## src/verilog/ninjin_pkg.sv

```systemverilog
package ninjin_pkg;

  //========================================
  // word and address widths
  //========================================

  // data bus and buffer word
  localparam int BWIDTH   = 32;
  // byte offset bits inside one word
  localparam int LSB      = 2;
  // word address into host space and buffer
  localparam int WORDSIZE = 12;
  // transfer word count, holds up to 256
  localparam int MEMSIZE  = 9;

  //========================================
  // direction codes
  //========================================

  // read is host to buffer, write is buffer to host
  localparam logic DDR_READ  = 1'b0;
  localparam logic DDR_WRITE = 1'b1;

  // number of bits needed to hold value
  function automatic int clogb2(input int value);
    int bits;
    int rest;
    bits = 0;
    rest = value;
    while (rest > 0) begin
      bits = bits + 1;
      rest = rest >> 1;
    end
    return bits;
  endfunction

endpackage
```

## src/verilog/ninjin_ddr_ctrl.sv

```systemverilog
`timescale 1ns/100ps

module ninjin_ddr_ctrl
  import ninjin_pkg::*;
 #( parameter int BURST_MAX = 256
  , parameter int BUF_WORDS = 1024
  )
  ( input                         clk
  , input                         xrst
  , input                         start
  , input                         mode
  , input        [WORDSIZE+LSB-1:0] base
  , input        [MEMSIZE-1:0]    len
  , input        [WORDSIZE-1:0]   buf_base
  , input                         ddr_ack
  , input        [3:0]            axi_err
  , output logic                  busy
  , output logic                  done
  , output logic [3:0]            err
  , output logic                  ddr_req
  , output logic                  ddr_mode
  , output logic [WORDSIZE+LSB-1:0] ddr_base
  , output logic [MEMSIZE-1:0]    ddr_len
  , output logic [WORDSIZE-1:0]   ddr_buf
  );

  logic accept;

  // starts while busy are dropped
  assign accept = start && !busy;

  always_ff @(posedge clk)
    if (!xrst) begin
      busy    <= 1'b0;
      done    <= 1'b0;
      ddr_req <= 1'b0;
      err     <= 4'b0000;
    end
    else begin
      done <= 1'b0;
      if (accept) begin
        busy    <= 1'b1;
        ddr_req <= 1'b1;
        err     <= 4'b0000;
      end
      else if (busy && ddr_ack) begin
        busy    <= 1'b0;
        ddr_req <= 1'b0;
        done    <= 1'b1;
        err     <= axi_err;
      end
    end

  // command held stable while the request is up
  always_ff @(posedge clk)
    if (accept) begin
      ddr_mode <= mode;
      ddr_base <= base;
      ddr_len  <= len;
      ddr_buf  <= buf_base;
    end

  a_len_range: assert property (@(posedge clk) disable iff (!xrst)
    accept |-> (len >= MEMSIZE'(1) && int'(len) <= BURST_MAX))
    else $error("ddr_ctrl: len %0d out of burst range", len);

  a_buf_range: assert property (@(posedge clk) disable iff (!xrst)
    accept |-> (int'(buf_base) + int'(len) <= BUF_WORDS))
    else $error("ddr_ctrl: buffer window %0d+%0d overflows", buf_base, len);

endmodule

```

## config.mk

```make
export PLATFORM = sky130hd
export DESIGN_NAME = ninjin_ddr_ctrl
export DESIGN_NICKNAME = d
export VERILOG_FILES = /design/src/verilog/ninjin_pkg.sv /design/src/verilog/ninjin_ddr_ctrl.sv
export SDC_FILE = /design/constraint.sdc
export NUM_CORES = 1
export LEC_CHECK = 0
export BUFFER_PORTS_ARGS = -buffer_cell sky130_fd_sc_hd__buf_2
export CORE_AREA = 3 3 59 88
export CTS_CLUSTER_SIZE = 25
export DETAILED_ROUTE_END_ITERATION = 7
export DIE_AREA = 0 0 62 91
export PLACE_DENSITY = 0.66
export SYNTH_ARGS = -nofsm -noshare
export SYNTH_HDL_FRONTEND = slang
export SYNTH_SLANG_ARGS = --single-unit
```

## constraint.sdc

```tcl
create_clock -name clk -period 3.05 [get_ports clk]
set_input_delay 0.4575 -clock clk [delete_from_list [all_inputs] [get_ports clk]]
set_output_delay 0.4575 -clock clk [all_outputs]
set_load 0.01 [all_outputs]
```

==> flow_summary.json <==
{
  "status": "complete, no violations",
  "hold-worst-slack_ns": 0.340,
  "relSlewSlack_pct": 47.6,
  "synthMostInstantiatedCell": "edfxtp_1",
  "fin_skew_ns": 0.00594,
  "worst_pin_slew_ns": 0.786,
  "postCtsSetupBuffers": 0,
  "path_buf_inv": 0,
  "grt_first_pass_wirelength_mm": 4.11,
  "synthTopCellsByCount": "36 x edfxtp_1, 7 x nand2_1, 6 x dfxtp_1, 3 x o22ai_1",
  "diodes": 0,
  "finalSetupViolCount": 0,
  "start_kind": "register",
  "ys_warn_count": 0,
  "crit_type": "reg -> reg",
  "cts-root-buf": "clkbuf_8",
  "synth_top_area_share_pct": 81.5,
  "finalNetCount": 198,
  "drive_gt1_share_pct": 62.6,
  "fin_util_pct": 42.3,
  "grt_max_degree": 37,
  "htree_levels": 2,
  "postLayoutCellArea_mm2": 0.00192,
  "grtUsageTotal_pct": 9.90,
  "finalHoldViolCount": 0,
  "path_clk_slew_ns": 0.08,
  "yosys_most_used_dff": "edfxtp_1",
  "viasPerCell": 3.89,
  "timing.final.crit_period_ns": 1.55,
  "ir_drop_v": 0.000344,
  "core_area_mm2": 0.00454,
  "path_max_fanout": 36,
  "rows": 30,
  "die_width_um": 62,
  "cp_cell_sequence": "and2b_2",
  "postSynthCellCount": 63,
  "cp_data_arrival_time_ns": 1.47,
  "area_growth_pct": 44.7,
  "ctsResizeCount": 0,
  "antenna_found_initial": 0,
  "postSynth.asyncResetShare_pct": 0,
  "clock_latency_ns": 0.28,
  "min_period_over_period_pct": 51.0,
  "synth.area.top_cells": "edfxtp_1 82%, dfxtp_1 9.1%, nand2_1 2.0%, o22ai_1 1.4%, mux2_4 1.1%",
  "hold_buffers": 0,
  "dpl.hpwl_mm": 2.16,
  "power_leakage_uw": 0.000831,
  "placed_area_mm2": 0.00182,
  "p_per_area_mw_per_mm2": 590,
  "setup_tns_ns": 0,
  "drc_errors": 0,
  "fillers": 451,
  "fmax_mhz": 643,
  "synth_edf_count": 36,
  "synthesis.area_mm2": 0.00133,
  "syn_area_per_cell_um2": 21.1,
  "grt_pass1_vias": 858,
  "required_ns": 2.96,
  "critPathCaptureType": "register",
  "cp_slowest_stage_delay_ns": 0.77,
  "die_h_um": 91,
  "synth_largest_area_cell": "edfxtp_1",
  "clockBufferDepth": 2,
  "gr-total-overflow": 0,
  "start_util_pct": 29.2,
  "max-cap-violations": 0,
  "maxSlewViolCount": 0,
  "drtAntennaViolNets": 0,
  "via_count": 853,
  "drt_wl_total_mm": 2.74,
  "hold_class": "in -> reg",
  "io-pin-count": 87,
  "place_congestion": 0.646,
  "cts_buffers": 5,
  "rsz0062_at_grt": "no",
  "syn_nets": 107,
  "multi_input_area_um2": 113,
  "clock_sinks": 42,
  "cts_tree": "built",
  "ys_seq_elements": 42,
  "seq_area_mm2": 0.00120,
  "drt_iter0_drc": 18,
  "path_delay_family": "simple AND/OR/NAND/NOR gates",
  "fp.dieArea_mm2": 0.00564,
  "yosysSeqAreaShare_pct": 90.6,
  "port_buffers": 86,
  "dr.pass1.iters": 2,
  "synth_cell_type_count": 13,
  "wl_per_cell_um": 12.5,
  "slowest_stage": "and2b_2"
}
-- stage by stage --
step | setup slack, ns | instances | total power [uW]
floorplan | 1.65 | 63 | 726
global placement | 1.43 | 211 | 786
detailed placement | 1.38 | 211 | 790
CTS | 1.46 | 219 | 1150
global route | 1.40 | 219 | 1180
finish | 1.50 | 219 | 1130
-- cell families after synthesis --
logic type	Yosys count	synth area share, %
buffers and inverters	2	0.943
AND/OR/NAND/NOR	10	3.68
flip-flops	42	90.6
multiplexers	2	1.89
AO/OA/AOI/OAI	7	2.92
-- cell usage in the layout, fill, tap and decap left out, types with 2 or more instances in the layout --
cell type,n
a21oi_1,2
buf_2,86
clkbuf_8,6
dfxtp_1,6
edfxtp_1,36
nand2_1,7
o21ai_0,2
o22ai_1,3
-- per-layer routing --
metal	up-vias	GRT usage, %	part of all wire, %
met2	59	16.1	50
met4	0	3.72	1.7
met3	5	5.12	12
met1	372	10.5	36
li1	417	-	-
met5	-	0	0
-- layout make-up --
cell class | count | area share (%)
Clock buffer | 6 | 4.30
Multi-Input combinational cell | 19 | 5.87
Clock inverter | 2 | 0.652
Timing Repair Buffer | 86 | 22.4
Sequential cell | 42 | 62.6
Tap cell | 64 | 4.17
-- flip-flops by register name, summed over array words and instances (netlist names) --
name and cells:
ddr_buf 12, ddr_len 9, ddr_req 1, ddr_base 14
done 1, err 4, ddr_mode 1
-- path summary, 6_finish.rpt --
check / to / slack (ns) / cells after the start / startpoint
setup / recovery: ddr_len[5] / 1.50 / 1 / ddr_req
hold / removal: ddr_buf[6] / 0.34 / 1 / buf_base[6]
setup reg to reg: ddr_len[5] / 1.50 / 1 / ddr_req
hold reg to reg: err[0] / 0.47 / 2 / err[0]
-- power by group --
group | switching, uW | internal (uW) | total (uW)
logic | 55.0 | 46.1 | 101
clock network | 176 | 182 | 358
registers | 9.67 | 663 | 672
No activity file was read; power rests on OpenSTA's default activity.
