[src/verilog/ninjin_pkg.sv]
package ninjin_pkg;

  //========================================
  // word and address widths
  //========================================

  // data bus and buffer word
  localparam int BWIDTH   = 32;
  // byte offset bits inside one word
  localparam int LSB      = 2;
  // word address into host space and buffer
  localparam int WORDSIZE = 12;
  // transfer word count, holds up to 256
  localparam int MEMSIZE  = 9;

  //========================================
  // direction codes
  //========================================

  // read is host to buffer, write is buffer to host
  localparam logic DDR_READ  = 1'b0;
  localparam logic DDR_WRITE = 1'b1;

  // number of bits needed to hold value
  function automatic int clogb2(input int value);
    int bits;
    int rest;
    bits = 0;
    rest = value;
    while (rest > 0) begin
      bits = bits + 1;
      rest = rest >> 1;
    end
    return bits;
  endfunction

endpackage
[src/verilog/ninjin_m_axi_image.sv]
`timescale 1ns/100ps

module ninjin_m_axi_image
  import ninjin_pkg::*;
 #( parameter int BURST_MAX = 256
  )
  ( input                           clk
  , input                           xrst
  , input                           ddr_req
  , input                           ddr_mode
  , input        [WORDSIZE+LSB-1:0] ddr_base
  , input        [MEMSIZE-1:0]      ddr_len
  , input        [WORDSIZE-1:0]     ddr_buf
  , input        [BWIDTH-1:0]       ddr_rdata
  , input                           awready
  , input                           wready
  , input                           bvalid
  , input        [1:0]              bresp
  , input                           arready
  , input                           rvalid
  , input        [BWIDTH-1:0]       rdata
  , input        [1:0]              rresp
  , input                           rlast
  , output logic                    ddr_ack
  , output logic [3:0]              err
  , output logic                    awvalid
  , output logic [BWIDTH-1:0]       awaddr
  , output logic [7:0]              awlen
  , output logic [2:0]              awsize
  , output logic                    wvalid
  , output logic [BWIDTH-1:0]       wdata
  , output logic [BWIDTH/8-1:0]     wstrb
  , output logic                    wlast
  , output logic                    bready
  , output logic                    arvalid
  , output logic [BWIDTH-1:0]       araddr
  , output logic [7:0]              arlen
  , output logic [2:0]              arsize
  , output logic                    rready
  , output logic                    ddr_we
  , output logic [WORDSIZE-1:0]     ddr_waddr
  , output logic [BWIDTH-1:0]       ddr_wdata
  , output logic [WORDSIZE-1:0]     ddr_raddr
  );

  localparam int       TXN_W = clogb2(BURST_MAX);
  localparam bit [2:0] SIZE  = 3'(clogb2(BWIDTH/8 - 1));

  typedef enum logic {S_IDLE, S_BUSY} state_t;

  state_t             state_write;
  state_t             state_read;
  logic               req_d;
  logic               req_pulse;
  logic               wreq_pulse;
  logic               rreq_pulse;
  logic               aw_done;
  logic [TXN_W-1:0]   wr_len;
  logic [TXN_W-1:0]   wr_last;
  logic [TXN_W-1:0]   rd_cnt;
  logic [TXN_W-1:0]   w_cnt;
  logic               rd_fire;
  logic               rd_inflight;
  logic [1:0]         occ;
  logic               pf_valid;
  logic [BWIDTH-1:0]  pf_data;
  logic               wnext;
  logic               out_free;
  logic               load_out;
  logic               load_pf;
  logic               b_fire;
  logic [TXN_W-1:0]   rd_last;
  logic [TXN_W-1:0]   r_cnt;
  logic               r_fire;
  logic               read_end;
  logic               err_wresp;
  logic               err_rresp;

//========================================
// request edge and state machines
//========================================

  assign req_pulse  = ddr_req && !req_d;
  assign wreq_pulse = req_pulse && ddr_mode == DDR_WRITE;
  assign rreq_pulse = req_pulse && ddr_mode == DDR_READ;

  assign b_fire   = bvalid && bready;
  assign r_fire   = rvalid && rready;
  assign read_end = r_fire && r_cnt == rd_last;

  always_ff @(posedge clk)
    if (!xrst)
      req_d <= 1'b0;
    else
      req_d <= ddr_req;

  // write and read directions run on their own
  always_ff @(posedge clk)
    if (!xrst)
      state_write <= S_IDLE;
    else if (state_write == S_IDLE && wreq_pulse)
      state_write <= S_BUSY;
    else if (state_write == S_BUSY && b_fire)
      state_write <= S_IDLE;

  always_ff @(posedge clk)
    if (!xrst)
      state_read <= S_IDLE;
    else if (state_read == S_IDLE && rreq_pulse)
      state_read <= S_BUSY;
    else if (state_read == S_BUSY && read_end)
      state_read <= S_IDLE;

  always_ff @(posedge clk)
    if (!xrst)
      ddr_ack <= 1'b0;
    else
      ddr_ack <= (state_write == S_BUSY && b_fire) || (state_read == S_BUSY && read_end);

//========================================
// write address
//========================================

  assign awsize = SIZE;

  always_ff @(posedge clk)
    if (!xrst) begin
      awvalid <= 1'b0;
      aw_done <= 1'b0;
    end
    else if (wreq_pulse) begin
      awvalid <= 1'b1;
      aw_done <= 1'b0;
    end
    else if (awvalid && awready) begin
      awvalid <= 1'b0;
      aw_done <= 1'b1;
    end

  always_ff @(posedge clk)
    if (wreq_pulse) begin
      awaddr  <= BWIDTH'(ddr_base);
      awlen   <= 8'(ddr_len - MEMSIZE'(1));
      wr_len  <= TXN_W'(ddr_len);
      wr_last <= TXN_W'(ddr_len - MEMSIZE'(1));
    end

//========================================
// buffer read and write data
//========================================

  assign wstrb    = '1;
  assign wnext    = wvalid && wready;
  assign out_free = !wvalid || wnext;
  assign wlast    = wvalid && w_cnt == wr_last;

  // words held after this cycle, wdata plus prefetch plus the one in flight
  assign occ = {1'b0, wvalid} + {1'b0, pf_valid} + {1'b0, rd_inflight} - {1'b0, wnext};

  // only issue when the returning word is sure to find a slot
  assign rd_fire = state_write == S_BUSY && aw_done && rd_cnt != wr_len && occ <= 2'd1;

  assign load_out = out_free && (pf_valid || rd_inflight);
  assign load_pf  = rd_inflight && (pf_valid || !out_free);

  always_ff @(posedge clk)
    if (!xrst)
      rd_inflight <= 1'b0;
    else
      rd_inflight <= rd_fire;

  always_ff @(posedge clk)
    if (wreq_pulse)
      ddr_raddr <= ddr_buf;
    else if (rd_fire)
      ddr_raddr <= ddr_raddr + WORDSIZE'(1);

  always_ff @(posedge clk)
    if (!xrst) begin
      rd_cnt <= '0;
      w_cnt  <= '0;
    end
    else if (wreq_pulse) begin
      rd_cnt <= '0;
      w_cnt  <= '0;
    end
    else begin
      if (rd_fire)
        rd_cnt <= rd_cnt + TXN_W'(1);
      if (wnext)
        w_cnt <= w_cnt + TXN_W'(1);
    end

  always_ff @(posedge clk)
    if (!xrst) begin
      wvalid   <= 1'b0;
      pf_valid <= 1'b0;
    end
    else begin
      if (load_out)
        wvalid <= 1'b1;
      else if (wnext)
        wvalid <= 1'b0;
      if (load_pf)
        pf_valid <= 1'b1;
      else if (out_free)
        pf_valid <= 1'b0;
    end

  // prefetch goes out first, it is the older word
  always_ff @(posedge clk) begin
    if (load_out)
      wdata <= pf_valid ? pf_data : ddr_rdata;
    if (load_pf)
      pf_data <= ddr_rdata;
  end

//========================================
// write response
//========================================

  assign err_wresp = b_fire && bresp[1];

  always_ff @(posedge clk)
    if (!xrst)
      bready <= 1'b0;
    else if (bvalid && !bready)
      bready <= 1'b1;
    else
      bready <= 1'b0;

//========================================
// read address and data
//========================================

  assign arsize    = SIZE;
  assign err_rresp = r_fire && rresp[1];

  always_ff @(posedge clk)
    if (!xrst)
      arvalid <= 1'b0;
    else if (rreq_pulse)
      arvalid <= 1'b1;
    else if (arvalid && arready)
      arvalid <= 1'b0;

  always_ff @(posedge clk)
    if (rreq_pulse) begin
      araddr  <= BWIDTH'(ddr_base);
      arlen   <= 8'(ddr_len - MEMSIZE'(1));
      rd_last <= TXN_W'(ddr_len - MEMSIZE'(1));
    end

  always_ff @(posedge clk)
    if (!xrst)
      rready <= 1'b0;
    else if (rreq_pulse)
      rready <= 1'b0;
    else if (state_read == S_BUSY && rvalid) begin
      if (rlast && rready)
        rready <= 1'b0;
      else
        rready <= 1'b1;
    end

  always_ff @(posedge clk)
    if (!xrst)
      r_cnt <= '0;
    else if (rreq_pulse)
      r_cnt <= '0;
    else if (r_fire)
      r_cnt <= r_cnt + TXN_W'(1);

  // each R beat becomes one buffer write a cycle later
  always_ff @(posedge clk)
    if (!xrst)
      ddr_we <= 1'b0;
    else
      ddr_we <= r_fire;

  always_ff @(posedge clk) begin
    if (r_fire)
      ddr_wdata <= rdata;
    if (rreq_pulse)
      ddr_waddr <= ddr_buf;
    else if (ddr_we)
      ddr_waddr <= ddr_waddr + WORDSIZE'(1);
  end

  always_ff @(posedge clk)
    if (!xrst)
      err <= 4'b0000;
    else if (req_pulse)
      err <= 4'b0000;
    else if (err_wresp || err_rresp)
      err <= err | {err_wresp, err_rresp, 1'b1, 1'b0};

  a_aw_hold: assert property (@(posedge clk) disable iff (!xrst)
    (awvalid && !awready) |=> (awvalid && $stable(awaddr)))
    else $error("m_axi: awvalid dropped before awready");

  // nothing more leaves after the len-th beat
  a_wlast_end: assert property (@(posedge clk) disable iff (!xrst)
    (wnext && wlast) |=> (w_cnt == wr_len && !wvalid))
    else $error("m_axi: wlast not on beat %0d", wr_len);

endmodule

[config.mk]
export PLATFORM = sky130hd
export DESIGN_NAME = ninjin_m_axi_image
export DESIGN_NICKNAME = d
export VERILOG_FILES = /design/src/verilog/ninjin_pkg.sv /design/src/verilog/ninjin_m_axi_image.sv
export SDC_FILE = /design/constraint.sdc
export NUM_CORES = 1
export LEC_CHECK = 0
export ABC_CLOCK_PERIOD_IN_PS = 4500
export BUFFER_PORTS_ARGS = -buffer_cell sky130_fd_sc_hd__buf_2
export CAP_MARGIN = 30
export CORE_MARGIN = 8
export CORE_UTILIZATION = 52
export CTS_BUF_LIST = sky130_fd_sc_hd__clkbuf_8
export DETAILED_ROUTE_END_ITERATION = 10
export PLACE_DENSITY = 0.82
export SYNTH_ARGS = -nofsm -noshare
export SYNTH_HDL_FRONTEND = slang
export SYNTH_SLANG_ARGS = --single-unit
[constraint.sdc]
create_clock -name clk -period 4.5 [get_ports clk]
set_input_delay 0.675 -clock clk [delete_from_list [all_inputs] [get_ports clk]]
set_output_delay 0.675 -clock clk [all_outputs]
set_load 0.03 [all_outputs]
==> run metrics <==
core area=17,100 sq um; Worst Clk Skew=19.1 ps; Synth cell types=43; Req. time, crit path=4920 ps; uppermost routed layer=met4; Synth Instances=651; Fmax=374 MHz; setup TNS=0 ps; H-tree Lvls=2; Placer Congestion=0.863; post-synth top area share=58.6%; pwr dens=399 nW/um^2; drt wl/cell=18.0 um; critical path data arrival time=3090 ps; minimum clock period=2670 ps; warning count from the yosys run=0; post-placement cell area=10,200 sq um; Leak Pwr=4.37 nW; largest net degree at the start of global routing=41; Net count, final=1,035; GRT Total Usage=18.6%; synthesized area=8970 sq um; vias in the first global route=5,880; initial antenna violation count=3; Resize count post-CTS=0; post-CTS setup-driven buffer insertion count=0; met1 WL=8.23 mm; grt total ovfl=0; register clock-pin slew on the reported worst setup and hold paths=70 ps; TritonCTS Buffers=36; # fillers=1,288; clock buffer depth=3; Slew Viols, Final=0; routed wl met3=2.06 mm; RSZ-0062 raised after global routing=false; CTS tree=built; syn_area_per_cell=13.8 sq um; CTS root buffer=clkbuf_8; Routed WL=21.0 mm; Synth area leader=edfxtp_1; Setup Viol. Count Final=0; top post-synthesis cells by area=edfxtp_1 (59%), dfxtp_1 (9.6%), buf_4 (5.3%); flop-to-flop setup slack=1830 ps; routed wl met2=10.1 mm; Port Buffers=253; worst-path maximum fanout=7; first-pass GRT wire length=32.0 mm; startpoint types=flop; DIE AREA=21,700 sq um; via count=5,901; Tcrit/Tclk final=59.4%; Ports=303; DIE HEIGHT=147 um; Slew HR=38.6%; status=complete, no violations; Hold Fails Final Rpt=0; Max-cap violations=0; element type at the critical path end=flop; synthesis-to-finish area growth=22.2%; DP HPWL=15.8 mm; antenna-violating nets left=0; TritonRoute pass-1 iters=4; Hold Path Class=in -> reg; effective utilization at floorplan=52.6%; Crit Path Class=reg -> reg; Starting DRT DRC Count=372; sequential area share after synthesis=68.2%; Sink Count=218; share of cells above drive strength 1=37.3%; vias per cell=5.05; Synth Register Bits=218; Final Cell Area=11,000 sq um; CTS Hold Bufs=0; row count=48; Worst-Skew Late Latency=510 ps; maximum VDD drop=0.288 mV; Horiz. Die Dim=147 um; post-route DRC violation count=0; actual slew at the worst max-slew pin=921 ps
per-layer routing:
metal / vias to the layer above / track usage [%]
met2: 305 / 30.2
met4: 0 / 7.80
met5: - / 0
met3: 53 / 6.27
li1: 2778 / -
met1: 2765 / 22.2
registers in the layout, summed over array words and instances (netlist names), 7 cells and up:
register,flops
pf_data,32
awaddr,14
wr_len,9
awlen,7
wdata,32
arlen,7
araddr,14
r_cnt,9
ddr_waddr,12
w_cnt,9
ddr_raddr,12
rd_cnt,9
ddr_wdata,32
worst max-delay path: stages (launching register included):
cell     delay, ps
dfxtp_1        370
and2_1         280
ha_1           280
inv_1           50
ha_1           210
a21oi_1        170
xnor2_1        180
or4_1          570
or3_1          320
a21oi_1        150
synthesized netlist by cell type (all sizes together):
master	instances
nor4	3
inv	12
or2	1
or3b	1
or3	7
nor4b	2
a31oi	4
nand2b	5
nand4b	1
nand2	46
nor2b	2
nand3b	1
clkbuf	13
and3	9
or4b	1
o21ai	27
a31o	2
nor3	7
nor2	39
ha	8
o31a	1
edfxtp	175
and4	4
or4	3
xor2	34
nand3	15
buf	67
xnor2	33
and2	5
nand4	16
mux2i	2
a21oi	20
conb	2
dfxtp	43
mux2	33
a21boi	2
a41o	1
o211a	1
o21a	1
o311ai	1
nor3b	1
stage by stage:
step | setup WS [ps] | utilization [%] | hold WS, ps | cells | power (mW)
after floorplan | 1050 | - | 470 | 696 | 2.53
after global placement | 1460 | 59.8 | 453 | 1101 | 2.61
after detailed placement | 1420 | 59.8 | 457 | 1101 | 2.62
after CTS | 1800 | 64.2 | 311 | 1166 | 4.42
after global routing | 1620 | 64.3 | 313 | 1169 | 4.53
final | 1830 | 64.3 | 340 | 1169 | 4.37
final cells by class:
type | count | area [sq um] | area share, %
diodes | 3 | 7.51 | 0.0685
clock buffers | 38 | 523 | 4.77
clock inverters | 27 | 226 | 2.07
inverters | 12 | 45.0 | 0.411
multi-input cells | 386 | 2450 | 22.3
flip-flops and latches | 218 | 6120 | 55.8
well taps | 225 | 282 | 2.57
repair buffers | 260 | 1320 | 12.0
cell usage in the layout, fill, tap and decap left out, types with 3 or more instances in the layout:
cell type,instances
buf_2,253
and4_1,4
or3_1,7
and2_1,4
inv_1,21
a31oi_1,4
nand3_1,15
nor4_1,3
mux2_2,33
o21ai_0,27
clkinv_1,5
nor3_1,7
nand4_1,16
and3_1,9
nor2_1,37
clkbuf_8,38
buf_4,7
bufinv_16,4
a21oi_1,20
nand2_1,46
nand2b_1,5
conb_1,47
xor2_1,34
edfxtp_1,175
ha_1,8
xnor2_1,33
dfxtp_1,43
or4_1,3
diode_2,3
clkinv_2,6
report_power, final:
| part | internal [mW] | leakage, nW | switching [mW] |
|---|---|---|---|
| Sequential | 2.23 | 1.95 | 0.0269 |
| Clock | 1.02 | 0.418 | 0.768 |
| Combinational | 0.0968 | 2.00 | 0.229 |
logic make-up after synthesis:
| logic type | Yosys count | synth area share [%] |
|---|---|---|
| xor gates and xnor gates | 67 | 6.54 |
| adders and majority gates | 8 | 1.12 |
| muxes | 35 | 4.37 |
| other | 2 | 0.0837 |
| AOI/OAI and AO/OA | 60 | 3.77 |
| and+or+nand+nor | 169 | 9.44 |
| buffers and inverters | 92 | 6.50 |
| DFF | 218 | 68.2 |
path summary, 6_finish.rpt:
path / startpoint / endpoint / cells past startpoint
max: wvalid / rd_cnt[7] / 9
min: rdata[6] / ddr_wdata[6] / 1
max reg2reg: wvalid / rd_cnt[7] / 9
min reg2reg: err[3] / err[3] / 2
Note: power is estimated with default switching activity, not from simulation.
